File: src/rtl/sat_pkg.sv
////////////////////////////////////////
// sat problem encoding
// clause, literal and variable shapes plus the
// layout of one occurrence-table row
////////////////////////////////////////
`default_nettype none

package sat_pkg;

    // literals per clause
    localparam int NSAT = 3;
    // size of the assignment
    localparam int NUM_VARIABLES = 64;
    // max clauses a single literal appears in
    localparam int MC = 8;
    // literals of an occurrence besides the looked-up one
    localparam int OTHER_LITS = NSAT - 1;

    localparam int VAR_W = $clog2(NUM_VARIABLES);
    // negation bit sits on top of the address
    localparam int LIT_W = VAR_W + 1;
    // slot select inside one occurrence row
    localparam int SLOT_W = $clog2(MC);

    typedef logic [VAR_W-1:0] var_addr_t;
    typedef logic [SLOT_W-1:0] occ_slot_t;

    // true when the variable value differs from neg
    typedef struct packed {
        logic      neg;
        var_addr_t addr;
    } lit_t;

    // one clause holding the looked-up literal, minus that literal
    typedef struct packed {
        logic                      valid;
        lit_t [OTHER_LITS-1:0]     lits;
    } occ_entry_t;

    typedef occ_entry_t [MC-1:0] occ_row_t;

    // literal 0 in the low bits
    typedef lit_t [NSAT-1:0] clause_t;

endpackage

`default_nettype wire
File: src/rtl/flip_pkg.sv
////////////////////////////////////////
// flip pipeline bookkeeping
// index, count and step types and the
// fixed start-to-done latency
////////////////////////////////////////
`default_nettype none

package flip_pkg;

    // position of a literal inside the clause
    typedef logic [$clog2(sat_pkg::NSAT)-1:0] lit_index_t;

    // 0 up to MC breaking clauses
    typedef logic [$clog2(sat_pkg::MC+1)-1:0] break_count_t;

    // issue over NSAT cycles, then table read, evaluate and select
    localparam int PIPE_LATENCY = sat_pkg::NSAT + 3;

    // step counter runs up to PIPE_LATENCY inclusive
    typedef logic [$clog2(PIPE_LATENCY+1)-1:0] pipe_step_t;

    // one variable-table port per other literal of every slot
    localparam int READ_PORTS = sat_pkg::MC * sat_pkg::OTHER_LITS;

endpackage

`default_nettype wire

File: src/rtl/flip_selector.sv
////////////////////////////////////////
// flip selector
// lowest break count wins, ties go to the
// lower literal; pulses flip and done
////////////////////////////////////////
`default_nettype none

module flip_selector import sat_pkg::*, flip_pkg::*; (
    input  wire                clk,
    input  wire                rst_i,

    input  wire                ev_valid_i,
    input  wire lit_index_t    ev_index_i,
    input  wire var_addr_t     ev_var_i,
    input  wire break_count_t  ev_count_i,

    output logic               flip_en_o,
    output var_addr_t          flip_addr_o,
    output logic               done_o,
    output var_addr_t          flip_var_o,
    output break_count_t       break_count_o
);

    // running best over the clause so far
    break_count_t min_q;
    var_addr_t    min_var_q;

    logic         take_new;
    logic         last;
    break_count_t best_count;
    var_addr_t    best_var;
    logic         done_q;
    var_addr_t    sel_var_q;

    // strict compare keeps the earlier literal on a tie
    assign take_new = (ev_index_i == '0) || (ev_count_i < min_q);
    assign last     = ev_index_i == lit_index_t'(NSAT - 1);

    always_comb begin
        best_count = take_new ? ev_count_i : min_q;
        best_var   = take_new ? ev_var_i : min_var_q;
    end

    always_ff @(posedge clk) begin
        if (rst_i) begin
            done_q <= 1'b0;
        end else begin
            done_q <= ev_valid_i && last;
        end
    end

    always_ff @(posedge clk) begin
        if (ev_valid_i) begin
            min_q     <= best_count;
            min_var_q <= best_var;
        end
        // result held until the next clause finishes
        if (ev_valid_i && last) begin
            sel_var_q     <= best_var;
            break_count_o <= best_count;
        end
    end

    // flip lands in the table on the same edge that raises done
    assign flip_en_o   = ev_valid_i && last;
    assign flip_addr_o = best_var;
    assign done_o      = done_q;
    assign flip_var_o  = sel_var_q;

endmodule

`default_nettype wire

File: config.mk
export PLATFORM = sky130hd
export DESIGN_NAME = flip_selector
export DESIGN_NICKNAME = d
export VERILOG_FILES = /design/src/rtl/sat_pkg.sv /design/src/rtl/flip_pkg.sv /design/src/rtl/flip_selector.sv
export SDC_FILE = /design/constraint.sdc
export NUM_CORES = 1
export LEC_CHECK = 0
export ABC_AREA = 1
export BUFFER_PORTS_ARGS = -buffer_cell sky130_fd_sc_hd__buf_4
export CAP_MARGIN = 10
export CORE_MARGIN = 3
export CORE_UTILIZATION = 43
export CTS_CLUSTER_SIZE = 10
export DETAILED_ROUTE_END_ITERATION = 10
export MAX_ROUTING_LAYER = met4
export PLACE_DENSITY_LB_ADDON = 0.12
export SKIP_LAST_GASP = 1
export SLEW_MARGIN = 20
export SYNTH_ARGS = -nofsm -noshare
export SYNTH_HDL_FRONTEND = slang
export SYNTH_SLANG_ARGS = --single-unit
File: constraint.sdc
create_clock -name clk -period 3.1 [get_ports clk]
set_input_delay 0.62 -clock clk [delete_from_list [all_inputs] [get_ports clk]]
set_output_delay 0.62 -clock clk [all_outputs]
set_load 0.05 [all_outputs]
Word-level counts from Yosys, hierarchy flattened
Cells that the tools add are included.
{ "op_classes": {"order_cmp": 1, "n_mux": 2, "n_eq_ne": 1, "n_reduce_logical": 3} }
{ "ops": {"columns": ["operator", "count"], "rows": [
  ["$mux W6", 1],
  ["$lt A4 B4 Y1", 1],
  ["$mux W4", 1],
  ["$eq A2 B2 Y1 const B", 1],
  ["$logic_not A2 Y1", 1],
  ["$logic_and A1 B1 Y1", 1],
  ["$logic_or A1 B1 Y1", 1]
]} }
{ "totals": {"wordCells": 12, "ff_bits": 21} }

Longest topological paths before layout
{ "depth": {"depth_word": 3, "depth_mapped": 9, "ltp_nobuf": 9} }

Worst setup path before layout
No wires, ideal clock.
{ "synth_timing": {"kind": "input to output", "start": "input ev_index_i[0]", "end": "output flip_en_o", "setup_slack_ns": 0.081, "cell_stages": 1, "t_arrival_ns": 2.399, "n_path_buf": 0, "cell_sequence": "nor3_1"} }
{ "synth_between": {"elab_chain_len": 2} }
{ "synth_lines": {"columns": ["element", "line", "rtl"], "rows": [
  ["start: declaration", "flip_selector.sv:13", "input wire lit_index_t ev_index_i,"],
  ["$eq A2 B2 Y1", "flip_selector.sv:37", "assign last = ev_index_i == lit_index_t'(NSAT - 1);"],
  ["$logic_and A1 B1 Y1", "flip_selector.sv:65", "assign flip_en_o = ev_valid_i && last;"],
  ["end: declaration", "flip_selector.sv:17", "output logic flip_en_o,"]
]} }
No other way between the ends.

Worst setup path after layout
{ "layout_timing": {"start": "input ev_count_i[3]", "end": "output flip_addr_o[2]"} }
{ "layout_between": {"elab_chain_len": 3} }
{ "layout_lines": {"columns": ["element", "line", "rtl"], "rows": [
  ["start: declaration", "flip_selector.sv:15", "input wire break_count_t ev_count_i,"],
  ["$lt A4 B4 Y1", "flip_selector.sv:36", "assign take_new = (ev_index_i == '0) || (ev_count_i < min_q);"],
  ["$logic_or A1 B1 Y1", "flip_selector.sv:36", null],
  ["$mux W6", "flip_selector.sv:41", "best_var = take_new ? ev_var_i : min_var_q;"],
  ["end: declaration", "flip_selector.sv:18", "output var_addr_t flip_addr_o,"]
]} }
No other way between the ends.

==> metrics.txt <==
GPL Wtd Cong=0.7757; First-pass DRT Iterations=4; fill cell count=between 150 and 200; CTS max path bufs=2; pin slew with the least headroom to its limit=0.3920 ns; CORE AREA=~1800 sq um; DR WL/cell=12.62 um; CTS sink cnt=21; commonest non-fill, non-tap cells in the layout=buf_4, nand2_1, edfxtp_1; CTS root buffer=clkbuf_4; flop and latch count out of synthesis=21; gr usage total=14.68%; DRT Wirelength=1704 um; GR Util met2=26.27%; Max Slew Vio Count=0; worst r2r path cells=9; Crit Path Category=primary input to output pin; RSZ-0062 raised after global routing=false; Max transition margin=between 70% and 80%; port buffer count=32; fin crit share=85.04%; remaining antenna violation count=0; peak supply drop=slightly above 0.0003 V; GRT overflow=0; IO Pins=33; CP required=2.48 ns; initial antenna violation count=0; Clock transition at path regs=0.11 ns; Flop pwr share=51.8%; die width=51.61 um; setup TNS=0 ns; post-CTS setup repair buffer count=0; slowest library cell on the worst path=ha_1; min Tclk post-route=~2.6 ns; syn_nets=93; DP Wirelength=1325 um; Final Hold Viols=0; post-synth top area cell=edfxtp_1; Ant. Diodes=0; Largest stage delay, worst path=0.30 ns; CP cell instances=buf_4 > ha_1 > a21oi_1 > nand2_2 > nand2_2 > nand2_1 > nand2_1 > buf_4; GRT met1 Usage=around 17%; CP max FO=11; R2R Setup Slk=1.44 ns; grt peak-use layer=met2; largest cells by area after synthesis=edfxtp_1, nand2_1, nand3_1; number of global-route vias before repair=633; r2r startpoint=min_q[1]$_DFFE_PP_; Lkg Pwr=about 0.00055 uW; clock network power share=18.2%; Fmax=379.3 MHz; Core Util, Final=64.08%; Setup crit end kind=output pin; Critical Path AT=2.02 ns; Sw Ratio=33.55%; HP Class=primary input to flip-flop; Reg2Reg Capture Point=min_var_q[2]$_DFFE_PP_; num rows=15; DIE AREA=2664 sq um; combinational power share=29.9%; syn avg cell area=between 10 and 15 sq um; Initial DRC Count=14; Hold Buf Count CTS=0; Max Cap Viol=0; Final Setup Violations=0; Netlist Area Pre-Place=~890 sq um; Yosys top cell area share=67.13%; DR vias=656; Avg Vias per Cell=4.859; WHS Endpoint=done_o$_SDFF_PP0_; PD cells=581.6 nW/um^2; CP startpoint kind=primary input; Yosys Warn Count=0; initial core utilization=just under 50%; M3 GR Usage=2.579%; NetSw=230.0 uW; largest net degree at the start of global routing=13; clk_skew=0.006272 ns; commonest non-fill, non-tap cell in the layout=buf_4; global-route wire length before repair=approximately 2800 um; CTS tree=built; CTS resizes=0; hold path depth=2; share of cells above drive strength 1=between 30% and 40%; register area share after synthesis=69.37%; Pint=455.5 uW; status=finished, final reports clean; Die Y=51.61 um; number of distinct library cells after synthesis=13; fin nets=~130; Synth-to-Final Area Change=31.75%; H-tree levels=1; Num CTS Buffers=3; Synth Instances=75; Worst Min Path Start=rst_i; clock latency at the later pin of the worst-skew pair=0.29 ns; # DRC=0
worst max-delay path by stage:
stage / from / end / slack, ns / cells past startpoint
2_1_floorplan: ev_index_i[0] / flip_en_o / 0.08 / 1
3_3_place_gp: ev_count_i[3] / flip_addr_o[2] / 0.50 / 8
3_5_place_dp: ev_count_i[3] / flip_addr_o[5] / 0.47 / 8
4_1_cts: ev_count_i[3] / flip_addr_o[5] / 0.46 / 8
5_1_grt: min_q[3]$_DFFE_PP_ / flip_addr_o[5] / 0.31 / 8
6_report: ev_count_i[3] / flip_addr_o[2] / 0.46 / 8
metal layers:
metal | up-vias | wire length, um
met5 | - | 0
met2 | 24 | 873
met3 | 0 | 89
met4 | 0 | 0
met1 | 310 | 741
li1 | 322 | -
state kept, by name, indices dropped and copies added (netlist names):
name / count
min_q: 4
min_var_q: 6
flip_var_o: 6
done_o: 1
break_count_o: 4
cell usage after synthesis:
master    number
nand3_2        1
inv_1          8
nand3_1        9
a21oi_1        1
ha_1           3
edfxtp_1      20
nor4_1         1
buf_6          2
nor3_1         1
dfxtp_1        1
or2_1          1
nand2_2        2
nand2_1       25
per-stage QoR:
step	worst slack [ns]	cell area [sq um]	total power (uW)	cells	hold slack, ns
after CTS	0.4644	1179	692.9	135	0.4588
after floorplan	0.08063	894.6	506.0	75	0.5628
after global routing	0.3057	1179	726.8	135	0.4423
after detailed placement	0.4709	1151	568.9	131	0.5997
final	0.4637	1179	685.5	135	0.4655
after global placement	0.5048	1151	563.9	131	0.5898
logic make-up (layout without fill, tap and decap cells):
logic type	Yosys count	count (layout)	synth area share, %
adders and majority gates	3	3	4.196
and+or+nand+nor	40	40	20.00
AOI/OAI and AO/OA	1	1	0.5589
DFF	21	21	69.37
buffers and inverters	10	45	5.874
layout make-up:
class	count	area [sq um]	area share, %
clock buffer	3	22.52	1.911
clock inverter	1	5.005	0.4246
inverter	8	30.03	2.548
multi-input combinational	44	221.5	18.79
sequential	21	620.6	52.65
tap	25	31.28	2.654
timing repair buffer	33	247.7	21.02
power groups by stage:
stage	Combinational (uW)	Sequential (uW)	Clock, uW
5_1_grt	223	357	147
4_1_cts	207	355	130
3_5_place_dp	207	362	0
2_1_floorplan	124	382	0
3_3_place_gp	202	362	0
6_report	205	355	125
critical path: cells and delay by family:
kind	cells	cell delay (ns)
and+or+nand+nor	4	0.61
buffers and inverters	2	0.33
AOI/OAI and AO/OA	1	0.16
adders and majority gates	1	0.30
(Power assumes the default switching activity.)
