===== config.mk =====
export PLATFORM = sky130hd
export DESIGN_NAME = literal_issue
export DESIGN_NICKNAME = d
export VERILOG_FILES = /design/src/rtl/sat_pkg.sv /design/src/rtl/flip_pkg.sv /design/src/rtl/literal_issue.sv
export SDC_FILE = /design/constraint.sdc
export NUM_CORES = 1
export LEC_CHECK = 0
export BUFFER_PORTS_ARGS = -buffer_cell sky130_fd_sc_hd__buf_2
export CAP_MARGIN = 0
export CORE_UTILIZATION = 46
export CTS_CLUSTER_DIAMETER = 120
export DETAILED_ROUTE_END_ITERATION = 10
export PLACE_DENSITY = 0.79
export SYNTH_ARGS = -nofsm -noshare
export SYNTH_HDL_FRONTEND = slang
export SYNTH_SLANG_ARGS = --single-unit

===== constraint.sdc =====
create_clock -name clk -period 1.3 [get_ports clk]
set_input_delay 0.065 -clock clk [delete_from_list [all_inputs] [get_ports clk]]
set_output_delay 0.065 -clock clk [all_outputs]
set_load 0.005 [all_outputs]

===== src/rtl/sat_pkg.sv =====
////////////////////////////////////////
// sat problem encoding
// clause, literal and variable shapes plus the
// layout of one occurrence-table row
////////////////////////////////////////
`default_nettype none

package sat_pkg;

    // literals per clause
    localparam int NSAT = 3;
    // size of the assignment
    localparam int NUM_VARIABLES = 64;
    // max clauses a single literal appears in
    localparam int MC = 8;
    // literals of an occurrence besides the looked-up one
    localparam int OTHER_LITS = NSAT - 1;

    localparam int VAR_W = $clog2(NUM_VARIABLES);
    // negation bit sits on top of the address
    localparam int LIT_W = VAR_W + 1;
    // slot select inside one occurrence row
    localparam int SLOT_W = $clog2(MC);

    typedef logic [VAR_W-1:0] var_addr_t;
    typedef logic [SLOT_W-1:0] occ_slot_t;

    // true when the variable value differs from neg
    typedef struct packed {
        logic      neg;
        var_addr_t addr;
    } lit_t;

    // one clause holding the looked-up literal, minus that literal
    typedef struct packed {
        logic                      valid;
        lit_t [OTHER_LITS-1:0]     lits;
    } occ_entry_t;

    typedef occ_entry_t [MC-1:0] occ_row_t;

    // literal 0 in the low bits
    typedef lit_t [NSAT-1:0] clause_t;

endpackage

`default_nettype wire

===== src/rtl/flip_pkg.sv =====
////////////////////////////////////////
// flip pipeline bookkeeping
// index, count and step types and the
// fixed start-to-done latency
////////////////////////////////////////
`default_nettype none

package flip_pkg;

    // position of a literal inside the clause
    typedef logic [$clog2(sat_pkg::NSAT)-1:0] lit_index_t;

    // 0 up to MC breaking clauses
    typedef logic [$clog2(sat_pkg::MC+1)-1:0] break_count_t;

    // issue over NSAT cycles, then table read, evaluate and select
    localparam int PIPE_LATENCY = sat_pkg::NSAT + 3;

    // step counter runs up to PIPE_LATENCY inclusive
    typedef logic [$clog2(PIPE_LATENCY+1)-1:0] pipe_step_t;

    // one variable-table port per other literal of every slot
    localparam int READ_PORTS = sat_pkg::MC * sat_pkg::OTHER_LITS;

endpackage

`default_nettype wire


===== src/rtl/literal_issue.sv =====
////////////////////////////////////////
// literal issue stage
// latches a clause on start and feeds its
// negated literals out one per cycle
////////////////////////////////////////
`default_nettype none

module literal_issue import sat_pkg::*, flip_pkg::*; (
    input  wire          clk,
    input  wire          rst_i,
    input  wire          start_i,
    input  wire clause_t clause_i,
    output logic         iss_valid_o,
    output lit_index_t   iss_index_o,
    output lit_t         iss_lit_o,
    output logic         busy_o
);

    clause_t    clause_q;
    pipe_step_t step_q;
    logic       issue_now;
    lit_t       next_lit;

    // first literal comes straight from the input, the rest from the copy
    always_comb begin
        if (start_i) begin
            next_lit = clause_i[0];
        end else begin
            next_lit = clause_q[lit_index_t'(step_q)];
        end
        // the occurrence lookup wants the opposite polarity
        next_lit.neg = ~next_lit.neg;
    end

    // steps 1 .. NSAT-1 still have a literal to send
    assign issue_now = start_i || (busy_o && (step_q < pipe_step_t'(NSAT)));

    always_ff @(posedge clk) begin
        if (rst_i) begin
            busy_o      <= 1'b0;
            step_q      <= '0;
            iss_valid_o <= 1'b0;
        end else begin
            iss_valid_o <= issue_now;
            if (start_i) begin
                busy_o <= 1'b1;
                step_q <= pipe_step_t'(1);
            end else if (busy_o) begin
                step_q <= step_q + 1'b1;
                // drain done once the selector has pulsed
                if (step_q == pipe_step_t'(PIPE_LATENCY)) begin
                    busy_o <= 1'b0;
                end
            end
        end
    end

    // clause copy and issued literal
    always_ff @(posedge clk) begin
        if (start_i) begin
            clause_q <= clause_i;
        end
        if (issue_now) begin
            iss_lit_o   <= next_lit;
            iss_index_o <= start_i ? '0 : lit_index_t'(step_q);
        end
    end

    // a new clause would clobber the one in flight
    no_start_while_busy: assert property (
        @(posedge clk) disable iff (rst_i) busy_o |-> !start_i
    );

endmodule

`default_nettype wire


Yosys cells after proc, flatten, opt, wreduce, memory -nomap -nowiden
Cells that the tools add are included.
{ "word_totals": {"regBits": 35, "latch_bits": 0, "ram_bits": 0, "rom_bits": 0, "output_inout_bits": 11, "wordCells": 30, "mem_count": 0} }
{ "op_classes": {"addsub": 1, "mul": 0, "div": 0, "order_cmp": 2, "eq_ne": 1, "n_shift": 0, "mux": 8, "bitwise_logic": 1, "n_reduce_logical": 4} }
{ "ops": {"columns": ["operator", "n"], "rows": [
  ["binary-select mux 7 bit (select 2 bit)", 1],
  ["two-way mux 7 bit", 2],
  ["two-way mux 1 bit", 5],
  ["adder 3 x 1 -> 3 bit (second input constant)", 1],
  ["== test 3 bit (second input constant)", 1],
  ["less-than comparator 2 x 3 -> 1 bit (second input constant)", 1],
  ["less-than comparator 3 x 2 -> 1 bit (second input constant)", 1],
  ["nonzero test 2 bit", 1],
  ["OR reduction 2 bit", 1],
  ["logical AND 1 bit", 1],
  ["logical OR 1 bit", 1],
  ["inverter 1 bit", 1]
]} }

Longest topological paths before layout
{ "logic_depth": {"depth_word": 4, "mapped_depth": 6, "mapped_depth_nobuf": 5} }

Worst setup path after synthesis
Ideal clock, no wire load.
{ "synth_path": {"path_type": "flip-flop to flip-flop", "start": "reg step_q[0]", "end": "reg iss_lit_o[0] (netlist name), data pin", "setup_ns": 0.261, "arrival_ns": 1.089, "t_required_ns": 1.039, "path_slack_ns": -0.050, "path_stages_with_launch": 4, "n_path_buf": 1, "synth_period_minus_slack_ns": 1.350, "cell_sequence": "dfxtp_1 > buf_6 > mux2_4 > a221o_1"} }
{ "synth_lines": {"columns": ["element", "line_no", "source"], "rows": [
  ["start, declared", "literal_issue.sv:20", "pipe_step_t step_q;"],
  ["start signal, assigned", "literal_issue.sv:47", "step_q <= pipe_step_t'(1);"],
  ["start signal, assigned", "literal_issue.sv:49", "step_q <= step_q + 1'b1;"],
  ["end signal, assigned", "literal_issue.sv:64", "iss_lit_o <= next_lit;"],
  ["end, declared", "literal_issue.sv:15", "output lit_t iss_lit_o,"]
]} }

==> results_dict.tcl <==
set metrics [dict create \
    grt-ovfl-total 0 \
    grt_pass1_wl_um 4000 \
    arrival_ns 1.41 \
    cts.path.max_buffers 2 \
    dr.pass1.iters 7 \
    cap_violations 0 \
    htree_levels 2 \
    critPathMaxStageDelay_ns 0.38 \
    antenna_found_initial 0 \
    cts_made_buffers 5 \
    yosysSeqAreaShare_pct 72.6 \
    synth_cell_type_count 21 \
    coreArea_um2 2810 \
    synth_edf_count 30 \
    grt_max_degree 33 \
    leakagePower_nw 0.791 \
    cts_tree "built" \
    drive_gt1_share_pct 41.2 \
    synth_most_common_cell "edfxtp_1" \
    hp-start "start_i" \
    hold_viol 0 \
    criticalPathCategory "reg2reg" \
    crit_chain "buf_12 -> mux2_4 -> a221o_1" \
    numPortBuffers 34 \
    power.density_nw_per_um2 1230 \
    cp_top_family "flip-flops" \
    yosysTopAreaCell "edfxtp_1" \
    finalCritPeriodShare_pct 101 \
    pin_count 35 \
    ant_nets 0 \
    grt_pass1_vias 854 \
    synth_top_family_by_area "simple AND/OR/NAND/NOR gates" \
    fmax_mhz 759 \
    irDropWorstVdd_mv 0.746 \
    die-area_um2 3220 \
    critPathLaunch "step_q[0]" \
    final_max_slew_viol_count 0 \
    rrSetupSlack_ns -0.02 \
    fin_hold_ws_ns 0.159 \
    setup_viol 5 \
    synth-simple-area-share_pct 8.17 \
    async_reset_ff_share_pct 0 \
    drc_errors 4 \
    ys_warn_count 0 \
    r2r_start "step_q[0]" \
    cts-root-buf "clkbuf_4" \
    clk_latency_ns 0.33 \
    status "complete, but fails checks" \
    startpoint_type "flop" \
    synthTopCellsByCount "edfxtp_1 (30), mux2_4 (7), nor3b_1 (7)" \
    cp_slowest_cell "dfxtp_4" \
    ys.flop_type "edfxtp_1" \
    relSlewSlack_pct 67.0 \
    crit_path_max_fanout 7 \
    worst_slack_ns -0.0169 \
    vias 902 \
    grt.total_usage_pct 17.5 \
    worst_setup_path_end_kind "flop" \
    diodes 0 \
    rsz0062_at_grt "true" \
    routedWlPerCell_um 14.1 \
    netlist_area_um2 1380 \
    place_congestion 0.724 \
    final.setup_skew_ns 0.0134 \
    clk_pin_slew_worst_paths_ns 0.10 \
    drt_iter0_markers 28 \
    synth_adder_area_share_pct 1.81 \
    total_power_mw 2.42 \
    synth_top_area_share_pct 65.3 \
    cp_num_buf_inv 1 \
    tightest_slew_ns 0.493 \
    fin_nets 173 \
    ys_top_cells_by_area "edfxtp_1 (65%), mux2_4 (7.6%), dfxtp_1 (7.3%), a221o_1 (4.4%), nor3b_1 (3.8%)" \
    clock-sinks 35 \
    required_ns 1.39 \
    synth_nets 107 \
    row_count 19 \
    routed_wirelength_um 2530 \
    die_h_um 56.8 \
    synthMuxAreaShare_pct 7.62 \
    synthXorXnorAreaFrac_pct 1.27 \
    area_growth_pct 43.1 \
    die_w_um 56.8 \
    initial_utilization_pct 49.2 \
    fin_crit_ns 1.32 \
    dpl.hpwl_um 1490 \
    netlist_instances 81 \
    min_path_type "in2reg" \
    avgSynthCellArea_um2 17.0 \
    post_drt_via_cell_ratio 5.04 \
    pre_cts_slack_ns -0.0352 \
    violations "DRC, setup timing" \
    synth-compound-area-share_pct 6.62 \
    ys_seq_elements 35 \
]
cell type report:
cell class,instances,area (um^2)
well taps,31,38.8
flip-flops and latches,35,1010
clock inverters,3,38.8
fillers,187,832
clock buffers,5,37.5
multi-input cells,41,380
repair buffers,62,464
inverters,2,7.51
power by group:
group / leakage (nW) / switching, mW / total [mW] / internal [mW]
registers: 0.340 / 0.0353 / 1.36 / 1.32
clock network: 0.0426 / 0.345 / 0.740 / 0.395
logic: 0.408 / 0.124 / 0.326 / 0.202
metal layers:
layer,GRT usage (%),vias to the layer above,routed length (um)
met5,0,-,0
met4,6.62,0,53
met3,6.68,6,151
met2,30.6,36,1290
met1,19.1,412,1040
li1,-,448,-
cell usage in the layout (no fill, tap or decap), drive strengths merged, types with 2 or more instances in the layout:
master | Yosys | final
buf | 2 | 40
edfxtp | 30 | 30
dlygate4sd3 | 0 | 22
mux2 | 7 | 7
nor3b | 7 | 7
nor2 | 6 | 6
a221o | 6 | 6
clkbuf | 1 | 5
dfxtp | 5 | 5
nand2 | 3 | 3
inv | 2 | 2
nor2b | 2 | 2
ha | 2 | 2
clkinv | 0 | 2
state kept, by name, summed over array words and instances, names as in the netlist:
| name | count |
|---|---|
| busy_o | 1 |
| clause_q | 21 |
| iss_index_o | 2 |
| iss_lit_o | 7 |
| iss_valid_o | 1 |
| step_q | 3 |
kinds of logic (layout without fill, tap and decap cells):
family | after synthesis | in the layout
multiplexers | 7 | 7
AND/OR/NAND/NOR | 20 | 20
adder cells (fa/ha/maj) | 2 | 2
AO/OA/AOI/OAI | 10 | 10
XOR/XNOR | 2 | 2
buffers and inverters | 5 | 72
flip-flops | 35 | 35
through the flow:
step	util (%)	TNS, ns	instance area (um^2)	instances
after floorplan	-	0	1380	81
after global placement	58.2	-0.0378	1630	148
after detailed placement	58.2	-0.121	1630	148
after CTS	69.3	-0.0918	1940	179
after global routing	70.3	-0.226	1970	179
final	70.3	-0.0503	1970	179
path summary, 6_finish.rpt:
path	end	depth (start not counted)
max	iss_lit_o[2]	3
min	step_q[1]	3
max reg2reg	iss_lit_o[2]	3
min reg2reg	busy_o	3
worst min-delay path, delay by kind of cell:
| family | cells | cell delay, ns |
|---|---|---|
| buf+inv | 2 | 0.32 |
| compound gates | 1 | 0.06 |
what timing repair did:
item,CTS,global route
hold buffers,22,0
setup buffers,1,0
gates resized for setup,2,6
endpoints found under the setup margin,7,8
hold endpoints to repair,26,0
Power figures use the tool's default switching activity.
