### config.mk
export PLATFORM = sky130hd
export DESIGN_NAME = break_evaluator
export DESIGN_NICKNAME = d
export VERILOG_FILES = /design/src/rtl/sat_pkg.sv /design/src/rtl/flip_pkg.sv /design/src/rtl/break_evaluator.sv
export SDC_FILE = /design/constraint.sdc
export NUM_CORES = 1
export LEC_CHECK = 0
export ABC_AREA = 0
export ABC_CLOCK_PERIOD_IN_PS = 2600
export BUFFER_PORTS_ARGS = -buffer_cell sky130_fd_sc_hd__buf_4
export CELL_PAD_IN_SITES_DETAIL_PLACEMENT = 0
export CELL_PAD_IN_SITES_GLOBAL_PLACEMENT = 1
export CORE_AREA = 2 2 76 150
export DETAILED_ROUTE_END_ITERATION = 8
export DIE_AREA = 0 0 78 152
export MAX_ROUTING_LAYER = met4
export PLACE_DENSITY = 0.77
export SYNTH_ARGS = -nofsm -noshare
export SYNTH_HDL_FRONTEND = slang
export SYNTH_SLANG_ARGS = --single-unit
### constraint.sdc
create_clock -name clk -period 2.6 [get_ports clk]
set_input_delay 0 -clock clk [delete_from_list [all_inputs] [get_ports clk]]
set_output_delay 0 -clock clk [all_outputs]
set_load 0.005 [all_outputs]
### src/rtl/sat_pkg.sv
////////////////////////////////////////
// sat problem encoding
// clause, literal and variable shapes plus the
// layout of one occurrence-table row
////////////////////////////////////////
`default_nettype none

package sat_pkg;

    // literals per clause
    localparam int NSAT = 3;
    // size of the assignment
    localparam int NUM_VARIABLES = 64;
    // max clauses a single literal appears in
    localparam int MC = 8;
    // literals of an occurrence besides the looked-up one
    localparam int OTHER_LITS = NSAT - 1;

    localparam int VAR_W = $clog2(NUM_VARIABLES);
    // negation bit sits on top of the address
    localparam int LIT_W = VAR_W + 1;
    // slot select inside one occurrence row
    localparam int SLOT_W = $clog2(MC);

    typedef logic [VAR_W-1:0] var_addr_t;
    typedef logic [SLOT_W-1:0] occ_slot_t;

    // true when the variable value differs from neg
    typedef struct packed {
        logic      neg;
        var_addr_t addr;
    } lit_t;

    // one clause holding the looked-up literal, minus that literal
    typedef struct packed {
        logic                      valid;
        lit_t [OTHER_LITS-1:0]     lits;
    } occ_entry_t;

    typedef occ_entry_t [MC-1:0] occ_row_t;

    // literal 0 in the low bits
    typedef lit_t [NSAT-1:0] clause_t;

endpackage

`default_nettype wire
### src/rtl/flip_pkg.sv
////////////////////////////////////////
// flip pipeline bookkeeping
// index, count and step types and the
// fixed start-to-done latency
////////////////////////////////////////
`default_nettype none

package flip_pkg;

    // position of a literal inside the clause
    typedef logic [$clog2(sat_pkg::NSAT)-1:0] lit_index_t;

    // 0 up to MC breaking clauses
    typedef logic [$clog2(sat_pkg::MC+1)-1:0] break_count_t;

    // issue over NSAT cycles, then table read, evaluate and select
    localparam int PIPE_LATENCY = sat_pkg::NSAT + 3;

    // step counter runs up to PIPE_LATENCY inclusive
    typedef logic [$clog2(PIPE_LATENCY+1)-1:0] pipe_step_t;

    // one variable-table port per other literal of every slot
    localparam int READ_PORTS = sat_pkg::MC * sat_pkg::OTHER_LITS;

endpackage

`default_nettype wire

### src/rtl/break_evaluator.sv
////////////////////////////////////////
// break evaluator
// counts occurrences that a flip would leave
// with no true literal
////////////////////////////////////////
`default_nettype none

module break_evaluator import sat_pkg::*, flip_pkg::*; (
    input  wire                              clk,
    input  wire                              rst_i,

    input  wire                              occ_valid_i,
    input  wire lit_index_t                  occ_index_i,
    input  wire var_addr_t                   occ_var_i,
    input  wire occ_row_t                    occ_row_i,

    // variable table lookup, answered in the same cycle
    output var_addr_t [READ_PORTS-1:0]       vt_addr_o,
    input  wire logic [READ_PORTS-1:0]       vt_data_i,

    output logic                             ev_valid_o,
    output lit_index_t                       ev_index_o,
    output var_addr_t                        ev_var_o,
    output break_count_t                     ev_count_o
);

    // slots whose clause hangs only on the flipped literal
    logic [MC-1:0] brk;
    break_count_t  count;

    // port e*OTHER_LITS+j serves literal j of slot e
    always_comb begin
        for (int e = 0; e < MC; e++) begin
            for (int j = 0; j < OTHER_LITS; j++) begin
                vt_addr_o[e*OTHER_LITS + j] = occ_row_i[e].lits[j].addr;
            end
        end
    end

    always_comb begin
        count = '0;
        for (int e = 0; e < MC; e++) begin
            brk[e] = occ_row_i[e].valid;
            for (int j = 0; j < OTHER_LITS; j++) begin
                // any true literal keeps the clause satisfied
                if (vt_data_i[e*OTHER_LITS + j] != occ_row_i[e].lits[j].neg) begin
                    brk[e] = 1'b0;
                end
            end
            count = count + break_count_t'(brk[e]);
        end
    end

    always_ff @(posedge clk) begin
        if (rst_i) begin
            ev_valid_o <= 1'b0;
        end else begin
            ev_valid_o <= occ_valid_i;
        end
    end

    // count and its tag
    always_ff @(posedge clk) begin
        if (occ_valid_i) begin
            ev_index_o <= occ_index_i;
            ev_var_o   <= occ_var_i;
            ev_count_o <= count;
        end
    end

endmodule

`default_nettype wire

; ---- Word level (Yosys, flattened, before mapping)
; Index checks and enable logic that the tools add are counted.
; Widths: inputs -> output; s select.
[totals]
reg_bits = 13
inputBits = 147
[op_classes]
addsub = 7
n_eq_ne = 16
n_mux = 16
[op_table]
columns = operator, n
row1 = $add 4x1->4, 4
row2 = $mux 1, 16
row3 = $ne 1x1->1, 16
row4 = $add 3x1->4, 1
row5 = $add 2x1->3, 1
row6 = $add 1x1->2, 1

; ---- Depth between registers and ports, before layout
[logic_depth]
ltp_word = 10
depth_mapped = 10

; ---- Worst setup path before layout
; No wires, ideal clock.
[synth_timing]
path_type = input -> register
from = input port occ_row_i[13] (netlist name)
to = register ev_count_o[1], data pin
setup_ns = 0.250
arrival_time_ns = 2.559
t_required_ns = 2.350
setup_slack_ns = -0.209
path_stages = 10
n_path_buf = 0
path_cell_list = xnor2_1 nand3_1 fa_1 fa_1 inv_1 fa_1 ha_1 inv_1 fa_1 inv_1
[synth_via]
elab_chain_cells = 9
[synth_rtl]
columns = element, line_no
row1 = from (decl), break_evaluator.sv:15  ; input wire occ_row_t occ_row_i,
row2 = $ne 1x1->1, break_evaluator.sv:46  ; if (vt_data_i[e*OTHER_LITS + j] != occ_row_i[e].lits[j].neg) begin
row3 = $mux 1, break_evaluator.sv:46
row4 = $add 1x1->2, break_evaluator.sv:50  ; count = count + break_count_t'(brk[e]);
row5 = $add 2x1->3, break_evaluator.sv:50
row6 = $add 3x1->4, break_evaluator.sv:50
row7 = $add 4x1->4 (4 in a row), break_evaluator.sv:50
row8 = net count[1], break_evaluator.sv:29  ; break_count_t count;
row9 = to (signal assigned), break_evaluator.sv:67  ; ev_count_o <= count;
row10 = to (decl), break_evaluator.sv:24  ; output break_count_t ev_count_o
; The timed path passes the listed nets, and every way through them passes these cells.
; A chain may end at the register's enable or synchronous reset.

; ---- Worst setup path after layout
[layout_timing]
from = input port vt_data_i[0]
to = register ev_count_o[2], data pin
[layout_via]
elab_chain_cells = 10
[layout_rtl]
columns = element, line_no
row1 = from (decl), break_evaluator.sv:19  ; input wire logic [READ_PORTS-1:0] vt_data_i,
row2 = $ne 1x1->1, break_evaluator.sv:46
row3 = $mux 1 (2 in a row), break_evaluator.sv:46
row4 = $add 1x1->2, break_evaluator.sv:50
row5 = $add 2x1->3, break_evaluator.sv:50
row6 = $add 3x1->4, break_evaluator.sv:50
row7 = $add 4x1->4 (4 in a row), break_evaluator.sv:50
row8 = net count[2], break_evaluator.sv:29
; The timed path passes the listed nets, and every way through them passes these cells.

==> run_results.csv <==
group,metric,value,unit
setup_path,max_stage_delay,0.50,ns
power,powerDensity,454,mW/mm2
clock_network,cts.sinks,13,
sta,rsz0062_at_grt,"yes",
yosys,syn_inst,151,
yosys,synthDistinctLibCells,11,
setup_path,crit_arrival,2.59,ns
yosys,synthTopCellsByArea,"buf_4 50%, edfxtp_1 25%, xnor2_1 10%",
floorplan,io-pin-count,256,
yosys,synthesis.area,0.00146,mm2
route,wl_per_cell,24.7,um
global_routing,grt_antenna_before_repair,0,
clock_network,clockRootBuffer,"clkbuf_16",
floorplan,die_area,0.0119,mm2
yosys,ys_ff_latch,13,
yosys,synth_most_common_cell,"buf_4",
place,dpl.hpwl,6130,um
run_status,violations,"negative setup slack",
place,port_buffers,63,
sta,tightest_slew,0.166,ns
setup_path,critPathBufInv,3,
yosys,avgSynthCellArea,9.64,um2
cells_and_area,syn_to_final_growth,14.0,%
cells_and_area,fill_cells,1241,
setup_path,cp-start-kind,"input pin",
yosys,synth_common_cells,"96 x buf_4, 17 x xnor2_1, 12 x edfxtp_1",
yosys,yosysSeqAreaShare,26.1,%
setup_path,critPathTopFamily,"adder cells",
global_routing,grt_pass1_vias,1008,
setup_path,crit_fanout,2,
cells_and_area,multiInputGateArea,397,um2
route,routed_via_density,3.11,
global_routing,grt-ovfl-total,0,
global_routing,grt_max_degree,14,
route,drc,0,
setup_path,slowest_stage,"fa_1",
yosys,synth_edf_count,12,
floorplan,core_area,0.0108,mm2
setup_path,endpoint_kind,"flop",
clock_network,post_cts.repair.setup_buffers,0,
route,detailedRoute.firstIterationViolations,13,
sta,period_needed,2.61,ns
cells_and_area,drive_gt1_share,58.8,%
clock_network,clk_transition_reported_paths,0.04,ns
yosys,synth_ff_type,"edfxtp_1",
power,finalPower,754,uW
sta,setup_viol_count_final,1,
sta,relSlewSlack,88.9,%
setup_path,path_class,"input pin to flop",
route,dr_total_vias,844,
floorplan,rows,54,
power,ir_drop,292,uV
yosys,ys_warn_count,0,
clock_network,cts_buffers,3,
global_routing,grt_usage,11.3,%
clock_network,cts_tree,"done",
run_status,status,"complete, but fails checks",
global_routing,grt_first_pass_wirelength,8380,um
sta,slew_viol_final,0,
yosys,netlist.top_cell.by_area,"buf_4",
setup_path,required,2.59,ns
floorplan,dieWidth,78,um
route,first_pass_iters,3,
route,routed_wl,6710,um
yosys,syn_nets,305,
yosys,async_flop_share,0,%
cells_and_area,fin_nets,286,
place,place_congestion,0.659,
sta,setup_ws,-0.00846,ns
setup_path,crit_path_frequent_cell,"fa_1",
sta,max_freq,383,MHz
cells_and_area,antennaDiodeCount,0,
setup_path,path_cells,"buf_6 -> xnor2_2 -> nand3_2 -> fa_1 -> fa_1 -> inv_1 -> fa_1 -> ha_2 -> inv_2 -> fa_1 -> xnor2_1",
cells_and_area,ff_latch_area,380,um2
sta,hold-worst-slack,0.00000199,ns
power,p_leak,0.000704,uW
flow_run,max-cap-violations,0,
route,ant_nets,0,
sta,hold_violations,0,
sta,min_period_over_period,100,%
yosys,synth_top_area_share,49.5,%
clock_network,cts_htree_levels,1,
clock_network,clk_path_buf_depth,2,
hold_path,hp-class,"input pin to output pin",
floorplan,fp.dieH,152,um
floorplan,initial_core_util,13.5,%
final timing paths:
kind | startpoint | endpoint | cells past startpoint
max | vt_data_i[0] | ev_count_o[2] | 11
min | occ_row_i[64] | vt_addr_o[52] | 0
per-stage QoR:
stage	util, %	setup WS, ns	setup TNS, ns	area, um2	cells
after floorplan	-	-0.0683	-0.136	1470	151
after global placement	13.0	-0.309	-0.615	1400	258
after detailed placement	13.0	-0.361	-0.744	1400	258
after CTS	14.6	-0.0388	-0.0579	1580	271
after global routing	15.3	-0.0711	-0.125	1660	271
final	15.3	-0.00846	-0.00846	1660	271
power breakdown:
group | internal (uW) | switching, uW
Sequential | 256 | 5.97
Combinational | 133 | 76.6
Clock | 204 | 78.3
cell usage in the layout, fill, tap and decap left out, drive strengths merged:
master	n
buf	63
xnor2	17
edfxtp	12
dlygate4sd3	9
inv	7
nand3	5
fa	4
and3	3
clkbuf	3
ha	3
nor2b	2
a21oi	1
clkinv	1
dfxtp	1
flip-flops by register name (all words and copies together), names as in the netlist:
name	cells
ev_index_o	2
ev_count_o	4
ev_valid_o	1
ev_var_o	6
routing by layer:
layer | GRT usage [%] | up-vias | routed length (um) | share of wire (%)
met4 | 18.0 | 0 | 1170 | 17
met1 | 4.27 | 309 | 959 | 14
li1 | - | 333 | - | -
met2 | 15.3 | 104 | 2620 | 39
met3 | 12.2 | 98 | 1960 | 29
met5 | - | - | 0 | 0
kinds of logic (layout without fill, tap and decap cells):
group                    Yosys count  after routing  synth area share (%)
flip-flops                        13             13                  26.1
AND/OR/NAND/NOR                   10             10                  3.87
AO/OA/AOI/OAI                      1              1                 0.344
buffers and inverters            103             83                  51.3
adder cells (fa/ha/maj)            7              7                  8.08
XOR/XNOR                          17             17                  10.2
layout make-up:
| class | count | area share (%) |
|---|---|---|
| clock buffers | 3 | 4.52 |
| well taps | 140 | 10.6 |
| flip-flops and latches | 13 | 22.9 |
| multi-input cells | 35 | 23.9 |
| inverters | 7 | 1.58 |
| clock inverters | 1 | 0.302 |
| repair buffers | 72 | 36.2 |
repair_timing:
| action | in CTS | in global routing |
|---|---|---|
| resized for setup | 2 | 15 |
| setup endpoints to repair | 2 | 2 |
| hold buffers | 9 | 0 |
| pin swaps | 3 | 4 |
| hold endpoints to repair | 9 | 0 |
(Power assumes the default switching activity.)
